File: config.mk
export PLATFORM = sky130hd
export DESIGN_NAME = fpu_top
export DESIGN_NICKNAME = d
export VERILOG_FILES = /design/src/verilog/fpu_pkg.sv /design/src/verilog/fpu_operand_if.sv /design/src/verilog/fpu_regs.sv /design/src/verilog/fpu_ctrl.sv /design/src/verilog/fpu_addsub.sv /design/src/verilog/fpu_mul.sv /design/src/verilog/fpu_top.sv
export SDC_FILE = /design/constraint.sdc
export NUM_CORES = 2
export LEC_CHECK = 0
export BUFFER_PORTS_ARGS = -buffer_cell sky130_fd_sc_hd__buf_2
export CELL_PAD_IN_SITES_DETAIL_PLACEMENT = 1
export CELL_PAD_IN_SITES_GLOBAL_PLACEMENT = 1
export CORE_ASPECT_RATIO = 1.4
export CORE_MARGIN = 2
export CORE_UTILIZATION = 52
export CTS_CLUSTER_DIAMETER = 60
export DETAILED_ROUTE_END_ITERATION = 12
export PLACE_DENSITY_LB_ADDON = 0.1
export SKIP_CTS_REPAIR_TIMING = 1
export SLEW_MARGIN = 25
export SYNTH_ARGS = -nofsm -noshare
export SYNTH_HDL_FRONTEND = slang
export SYNTH_SLANG_ARGS = --single-unit
File: constraint.sdc
create_clock -name clk -period 14.3 [get_ports clk]
set_input_delay 0.715 -clock clk [delete_from_list [all_inputs] [get_ports clk]]
set_output_delay 0.715 -clock clk [all_outputs]
set_load 0.005 [all_outputs]
File: src/verilog/fpu_pkg.sv
/*
  fpu coprocessor shared definitions
  field widths, float fields, bus map, operation codes and control states
*/
`default_nettype none

package fpu_pkg;

  // packed single precision layout
  localparam int float_w  = 32;
  localparam int exp_w    = 8;
  localparam int frac_w   = 23;
  // fraction plus hidden bit
  localparam int mant_w   = 24;
  // mantissa plus carry bit plus sign bit
  localparam int guard_w  = 26;
  // full width of the mantissa product
  localparam int prod_w   = 48;
  localparam int exp_bias = 127;

  typedef logic [float_w-1:0]         float_t;
  typedef logic [exp_w-1:0]           exp_t;
  typedef logic [mant_w-1:0]          mant_t;
  // two's complement working mantissa for add and subtract
  typedef logic signed [guard_w-1:0]  guard_mant_t;
  typedef logic [7:0]                 byte_t;
  typedef logic [3:0]                 addr_t;

  // 1.0 as reset value of both operands
  localparam float_t float_one = 32'h3f80_0000;

  // register map
  // operands are stored least significant byte first
  localparam addr_t addr_a0    = 4'h0;
  localparam addr_t addr_b0    = 4'h4;
  localparam addr_t addr_op    = 4'h8;
  // start is write only
  localparam addr_t addr_start = 4'h9;
  // result shares address 9 on the read side
  localparam addr_t addr_res0  = 4'h9;

  typedef enum logic [3:0] {
    op_add = 4'd0,
    op_sub = 4'd1,
    op_mul = 4'd2
  } fpu_op_e;

  // command sequencing
  typedef enum logic [1:0] {
    st_idle,
    st_exec,
    st_wait_ack
  } ctrl_state_e;

endpackage

`default_nettype wire

File: src/verilog/fpu_operand_if.sv
/*
  fpu operand bundle
  operands and operation from the register file, results back from both units
*/
`timescale 1ns/10ps
`default_nettype none

interface fpu_operand_if;
  import fpu_pkg::*;

  float_t  a;
  float_t  b;
  fpu_op_e op;
  // combinational unit outputs
  float_t  addsub_res;
  float_t  mul_res;

  // register file owns the operands and picks one result
  modport regs (output a, b, op, input addsub_res, mul_res);

  // add/subtract needs op to choose the direction
  modport addsub (input a, b, op, output addsub_res);

  modport mul (input a, b, output mul_res);

endinterface

`default_nettype wire

File: src/verilog/fpu_regs.sv
/*
  fpu register file
  byte bus decode, operand/op/result registers, start request and readback
*/
`timescale 1ns/10ps
`default_nettype none

module fpu_regs (
  input  logic            clk,
  input  logic            arst,
  input  fpu_pkg::byte_t  databus_in,
  output fpu_pkg::byte_t  databus_out,
  input  fpu_pkg::addr_t  addr,
  input  logic            cs,
  input  logic            rd,
  input  logic            wr,
  input  logic            busy,
  input  logic            capture,
  output logic            start_req,
  fpu_operand_if.regs     ops
);
  import fpu_pkg::*;

  float_t  a_q;
  float_t  b_q;
  fpu_op_e op_q;
  float_t  res_q;
  float_t  res_sel;
  // byte offsets inside each 32-bit field
  addr_t   a_off;
  addr_t   b_off;
  addr_t   r_off;
  logic    bus_wr;
  logic    bus_rd;

  assign bus_wr = !cs && !wr;
  assign bus_rd = !cs && !rd;

  assign a_off = addr - addr_a0;
  assign b_off = addr - addr_b0;
  assign r_off = addr - addr_res0;

  assign ops.a  = a_q;
  assign ops.b  = b_q;
  assign ops.op = op_q;

  // multiply result only for op_mul
  assign res_sel = (op_q == op_mul) ? ops.mul_res : ops.addsub_res;

  always_ff @(posedge clk, posedge arst) begin
    if (arst) begin
      a_q       <= float_one;
      b_q       <= float_one;
      op_q      <= op_add;
      res_q     <= '0;
      start_req <= 1'b0;
    end else begin
      if (bus_wr) begin
        case (addr)
          addr_a0, addr_a0 + 4'd1, addr_a0 + 4'd2, addr_a0 + 4'd3: begin
            a_q[{a_off[1:0], 3'b000} +: 8] <= databus_in;
          end
          addr_b0, addr_b0 + 4'd1, addr_b0 + 4'd2, addr_b0 + 4'd3: begin
            b_q[{b_off[1:0], 3'b000} +: 8] <= databus_in;
          end
          addr_op: begin
            op_q <= fpu_op_e'(databus_in[3:0]);
          end
          addr_start: begin
            // a start while a command runs is dropped
            if (!busy) begin
              start_req <= 1'b1;
            end
          end
          default: begin
          end
        endcase
      end
      // result capture wins over a bus write to A in the same cycle
      if (capture) begin
        res_q     <= res_sel;
        a_q       <= res_sel;
        start_req <= 1'b0;
      end
    end
  end

  // readback is combinational, 0 when not addressed
  always_comb begin
    databus_out = '0;
    if (bus_rd) begin
      case (addr)
        addr_a0, addr_a0 + 4'd1, addr_a0 + 4'd2, addr_a0 + 4'd3: begin
          databus_out = a_q[{a_off[1:0], 3'b000} +: 8];
        end
        addr_b0, addr_b0 + 4'd1, addr_b0 + 4'd2, addr_b0 + 4'd3: begin
          databus_out = b_q[{b_off[1:0], 3'b000} +: 8];
        end
        addr_op: begin
          databus_out = {4'b0000, op_q};
        end
        addr_res0, addr_res0 + 4'd1, addr_res0 + 4'd2, addr_res0 + 4'd3: begin
          databus_out = res_q[{r_off[1:0], 3'b000} +: 8];
        end
        default: begin
          databus_out = '0;
        end
      endcase
    end
  end

endmodule

`default_nettype wire

File: src/verilog/fpu_ctrl.sv
/*
  fpu command controller
  idle, exec, wait_ack sequencing with registered busy, cmd_end and capture
*/
`timescale 1ns/10ps
`default_nettype none

module fpu_ctrl (
  input  logic clk,
  input  logic arst,
  input  logic start_req,
  input  logic end_ack,
  output logic capture,
  output logic busy,
  output logic cmd_end
);
  import fpu_pkg::*;

  ctrl_state_e state;
  ctrl_state_e state_nxt;

  always_comb begin
    state_nxt = state;
    case (state)
      st_idle: begin
        if (start_req) begin
          state_nxt = st_exec;
        end
      end
      // both units are single cycle so exec always lasts one clock
      st_exec: begin
        state_nxt = st_wait_ack;
      end
      // hold here until the host acknowledges
      st_wait_ack: begin
        if (end_ack) begin
          state_nxt = st_idle;
        end
      end
      default: begin
        state_nxt = st_idle;
      end
    endcase
  end

  // outputs follow the next state so they line up with the state register
  always_ff @(posedge clk, posedge arst) begin
    if (arst) begin
      state   <= st_idle;
      capture <= 1'b0;
      busy    <= 1'b0;
      cmd_end <= 1'b0;
    end else begin
      state   <= state_nxt;
      // high through exec, result loads on the edge into wait_ack
      capture <= (state_nxt == st_exec);
      busy    <= (state_nxt != st_idle);
      cmd_end <= (state_nxt == st_wait_ack);
    end
  end

endmodule

`default_nettype wire

File: src/verilog/fpu_addsub.sv
/*
  fpu add/subtract unit
  combinational align, signed add and leading-zero normalize, no rounding
*/
`timescale 1ns/10ps
`default_nettype none

module fpu_addsub (
  fpu_operand_if.addsub ops
);
  import fpu_pkg::*;

  exp_t        a_exp;
  exp_t        b_exp;
  exp_t        exp_big;
  exp_t        res_exp;
  guard_mant_t a_mant;
  guard_mant_t b_mant;
  guard_mant_t a_al;
  guard_mant_t b_al;
  guard_mant_t a_sg;
  guard_mant_t b_sg;
  guard_mant_t sum;
  guard_mant_t mag;
  guard_mant_t norm;
  logic        res_sign;
  logic [4:0]  lz;
  logic [4:0]  shift;

  // position of the first set bit counted from the msb
  function automatic logic [4:0] lzc(guard_mant_t v);
    logic [4:0] n;
    n = 5'(guard_w);
    // last hit going upward is the msb
    for (int i = 0; i < guard_w; i++) begin
      if (v[i]) begin
        n = 5'(guard_w - 1 - i);
      end
    end
    return n;
  endfunction

  assign a_exp = ops.a[float_w-2 -: exp_w];
  assign b_exp = ops.b[float_w-2 -: exp_w];

  // hidden bit only for a nonzero exponent
  assign a_mant = {{(guard_w-mant_w){1'b0}}, |a_exp, ops.a[frac_w-1:0]};
  assign b_mant = {{(guard_w-mant_w){1'b0}}, |b_exp, ops.b[frac_w-1:0]};

  // smaller operand moves right, shifted-out bits are lost
  always_comb begin
    if (a_exp >= b_exp) begin
      exp_big = a_exp;
      a_al    = a_mant;
      b_al    = b_mant >> (a_exp - b_exp);
    end else begin
      exp_big = b_exp;
      a_al    = a_mant >> (b_exp - a_exp);
      b_al    = b_mant;
    end
  end

  assign a_sg = ops.a[float_w-1] ? -a_al : a_al;
  assign b_sg = ops.b[float_w-1] ? -b_al : b_al;

  assign sum      = (ops.op == op_sub) ? a_sg - b_sg : a_sg + b_sg;
  assign res_sign = sum[guard_w-1];
  assign mag      = res_sign ? -sum : sum;

  assign lz    = lzc(mag);
  // bit 23 is the target, the top two bits are carry and sign
  assign shift = lz - 5'd2;

  always_comb begin
    if (mag == '0) begin
      norm    = '0;
      res_exp = '0;
    end else if (mag[mant_w]) begin
      // carry out of the hidden bit
      norm    = mag >> 1;
      res_exp = exp_big + 8'd1;
    end else begin
      norm    = mag << shift;
      res_exp = exp_big - exp_t'(shift);
    end
  end

  assign ops.addsub_res = {res_sign, res_exp, norm[frac_w-1:0]};

endmodule

`default_nettype wire

File: src/verilog/fpu_mul.sv
/*
  fpu multiply unit
  combinational mantissa product with round to nearest even
*/
`timescale 1ns/10ps
`default_nettype none

module fpu_mul (
  fpu_operand_if.mul ops
);
  import fpu_pkg::*;

  exp_t              a_exp;
  exp_t              b_exp;
  exp_t              exp_sum;
  exp_t              exp_norm;
  exp_t              res_exp;
  mant_t             a_mant;
  mant_t             b_mant;
  logic [prod_w-1:0] prod;
  logic [prod_w-1:0] prod_norm;
  logic [mant_w:0]   rounded;
  logic              round_bit;
  logic              sticky;
  logic              round_up;
  logic [frac_w-1:0] res_frac;

  assign a_exp  = ops.a[float_w-2 -: exp_w];
  assign b_exp  = ops.b[float_w-2 -: exp_w];
  assign a_mant = {|a_exp, ops.a[frac_w-1:0]};
  assign b_mant = {|b_exp, ops.b[frac_w-1:0]};

  // exponent wraps on overflow
  assign exp_sum = a_exp + b_exp - exp_t'(exp_bias);
  assign prod    = {{mant_w{1'b0}}, a_mant} * {{mant_w{1'b0}}, b_mant};

  // product is 1.x or 1x.x
  assign prod_norm = prod[prod_w-1] ? prod : prod << 1;
  assign exp_norm  = prod[prod_w-1] ? exp_sum + 8'd1 : exp_sum;

  // keep the upper 24 bits
  assign round_bit = prod_norm[prod_w-mant_w-1];
  assign sticky    = |prod_norm[prod_w-mant_w-2:0];
  // tie goes to the even neighbour
  assign round_up  = round_bit && (sticky || prod_norm[prod_w-mant_w]);
  assign rounded   = {1'b0, prod_norm[prod_w-1 -: mant_w]} + {{mant_w{1'b0}}, round_up};

  // rounding carry means 10.0, shift back and bump the exponent
  always_comb begin
    if (rounded[mant_w]) begin
      res_frac = rounded[frac_w:1];
      res_exp  = exp_norm + 8'd1;
    end else begin
      res_frac = rounded[frac_w-1:0];
      res_exp  = exp_norm;
    end
  end

  assign ops.mul_res = {ops.a[float_w-1] ^ ops.b[float_w-1], res_exp, res_frac};

endmodule

`default_nettype wire

File: src/verilog/fpu_top.sv
/*
  fpu coprocessor top
  byte bus pins to register file, controller and the add/sub and mul units
*/
`timescale 1ns/10ps
`default_nettype none

module fpu_top (
  input  logic           clk,
  input  logic           arst,
  input  fpu_pkg::byte_t databus_in,
  output fpu_pkg::byte_t databus_out,
  input  fpu_pkg::addr_t addr,
  input  logic           cs,
  input  logic           rd,
  input  logic           wr,
  input  logic           end_ack,
  output logic           cmd_end,
  output logic           busy
);

  // handshake between register file and controller
  logic start_req;
  logic capture;

  fpu_operand_if ops_if ();

  fpu_regs i_regs (
    .clk         (clk),
    .arst        (arst),
    .databus_in  (databus_in),
    .databus_out (databus_out),
    .addr        (addr),
    .cs          (cs),
    .rd          (rd),
    .wr          (wr),
    .busy        (busy),
    .capture     (capture),
    .start_req   (start_req),
    .ops         (ops_if)
  );

  fpu_ctrl i_ctrl (
    .clk       (clk),
    .arst      (arst),
    .start_req (start_req),
    .end_ack   (end_ack),
    .capture   (capture),
    .busy      (busy),
    .cmd_end   (cmd_end)
  );

  // both units evaluate every cycle, the register file picks one
  fpu_addsub i_addsub (
    .ops (ops_if)
  );

  fpu_mul i_mul (
    .ops (ops_if)
  );

endmodule

`default_nettype wire

==> results.cfg <==
[worst_setup_path]
end_kind = flop
crit_required_ns = 14.57
cp_max_fo = 14
crit_type = reg2reg
cp_data_arrival_time_ns = 13.69
cpMaxStageDelayCell = dfstp_2
worstSetupStartpointType = flop
cpPeakStageDelay_ns = 0.61

[yosys]
synthAdderAreaFrac = 0.352
synthSimpleGateAreaFrac = 0.208
yosys.area.top_type = fa_1
seq_area_frac_synth = 0.0731
synthArstFlopShare = 1.00
synth_compound_area_frac = 0.155
syn_nets = 5251
synthCells = 4496
synthTopCellsByArea = fa_1 (27%), ha_1 (8.6%), nand2_1 (7.4%)
yosysWarnings = 0
synth_xor_area_frac = 0.0507
synth_ff_type = dfrtp_1
synth.distinct_cells = 115
netlist_area_um2 = 36500
synthMuxAreaShare = 0.0703
ys_ff_latch = 106
synth_edf_count = 0
synth_top_area_frac = 0.267
avgSynthCellArea_um2 = 8.13
synth_top_family_by_area = adder cells

[timing]
worst_pin_slew_ns = 1.15
clock.fmax_mhz = 74.6
finalSetupTns_ns = 0
period_share = 0.938
skew_ns = 0.0156
hold_viol = 0
min_period_ns = 13.41
setup_viol = 0
fin_hold_ws_ns = 0.346
maxSlewViolCount = 0
grt_setup_unrepaired = false
slew_headroom = 0.231

[global_route]
first_global_vias = 37600
antenna_found_initial = 9
grt_overflow = 0
grt_first_pass_wirelength_um = 229000
grt_max_degree = 73
track_usage = 0.418

[clocking]
root_buffer = clkbuf_16
clkSlewWorstSetupHoldPaths_ns = 0.09
cts_buffers = 9
cts.path.max_buffers = 2
ctsHtreeMaxLevel = 3
clock_latency_ns = 0.38
cts_tree = done
cts_sinks = 106

[floorplan]
num_rows = 115
die_h_um = 318
initial_utilization = 0.522
die-area_um2 = 72400
die_w_um = 228
io_pins = 28
coreArea_um2 = 69900

[final_layout]
register_area_um2 = 2670
fillCellCount = 8525
fin_util = 0.546
synthToLayoutAreaGrowth_pct = 4.45
drive_above_1_share = 0.0892
layout_commonest_cell = nand2_1
multi_input_area_um2 = 30700
fin_nets = 5134
final_cell_mix = nand2_1 (717), inv_1 (562), fa_1 (487)

[route]
antenna_left = 0
routedWlPerCell_um = 28.5
drt-initial-drc-count = 2497
route.vias.total = 34800
post-route-drc-count = 0
routed_via_density = 6.53
first_pass_iters = 6
wl_um = 152000

[flow_run]
cap_violations = 0

[place]
port_buffers = 27
gp_congestion = 0.992
dp_hpwl_um = 121000

[min_path]
min_path_type = in2async

[run_status]
outcome = finished clean
[layer usage]
layer,track usage,vias to the layer above,share of wire
met2,0.732,1490,0.50
met5,0,-,0.00038
met3,0.0702,702,0.064
met1,0.434,17800,0.34
met4,0.356,8,0.10
li1,-,14800,-
[layout make-up]
type,instances,share of cell area
Sequential cell,106,0.0700
Clock inverter,7,0.00226
Inverter,570,0.0562
Multi-Input combinational cell,3534,0.805
Tap cell,936,0.0307
Clock buffer,9,0.00590
Antenna cell,8,0.000525
Timing Repair Buffer,158,0.0297
[through the flow]
step                setup WS, ns  instances  instance area (um2)
finish                     0.887       5328                38200
floorplan                   1.06       4496                36500
CTS                        0.516       5320                38100
detailed placement         0.571       5304                37700
global placement           0.732       5304                37700
global route              0.0484       5320                38100
[state kept, by name (all words and copies together), names as in the netlist]
register	count
i_regs.ops.a	32
i_regs.ops.b	32
i_regs.res_q	32
i_regs.ops.op	4
i_ctrl.state	2
i_ctrl.busy	1
i_ctrl.capture	1
i_ctrl.cmd_end	1
i_regs.start_req	1
[critical path, delay by kind of cell, from the launching register on]
kind	cells	cell delay (ns)
fa+ha+maj	6	1.80
mux	4	1.23
simple gates	8	2.03
buf+inv	8	1.16
compound gates	19	4.79
xor+xnor	7	1.67
flops	1	0.61
[cells by family after synthesis]
group                    count (synthesis)
AO/OA/AOI/OAI                          814
XOR/XNOR                               207
adder cells (fa/ha/maj)                737
buffers and inverters                  856
flip-flops                             106
multiplexers                           195
AND/OR/NAND/NOR                       1581
[final timing paths]
kind                                   from                to  slack, ns  cells past startpoint
min                                    arst   i_ctrl.state[1]       0.35                      2
max                        i_regs.ops.a[23]  i_regs.res_q[30]       0.89                     52
min in group clk           i_regs.res_q[23]  i_regs.res_q[23]       0.49                      1
min reg2reg                i_regs.res_q[23]  i_regs.res_q[23]       0.49                      1
max in group asynchronous              arst  i_regs.ops.b[20]      12.85                      3
max reg2reg                i_regs.ops.a[23]  i_regs.res_q[30]       0.89                     52
[synth_stat cells (12+ instances only)]
library cell  number
o21a_1            17
xnor2_1          130
a22oi_1           29
buf_1             23
o221ai_1          16
mux4_2            43
nor3_1            86
dfstp_2           14
or2_2             26
a211oi_1          45
a21oi_1          132
a31oi_1           34
fa_1             487
and2_1           216
nand2b_1          29
o21bai_1          16
mux2i_1           96
a22o_1            21
xor2_1            72
o211ai_1          31
nor2b_1           22
o31ai_1           26
inv_1            563
or3_1             17
o41ai_1           12
nor4_1            27
or4_1             19
mux2_2            48
buf_2             20
nand2_1          718
ha_1             250
and3_1            33
clkbuf_1         228
a21o_1            52
nor2_1           207
o21ai_0          179
dfrtp_1           92
nand3_1           79
o22ai_1           19
nand4_1           33
Power is left out: the tool's default activity adds up to more than one toggle a clock period on the data nets, which glitch-free logic cannot reach.
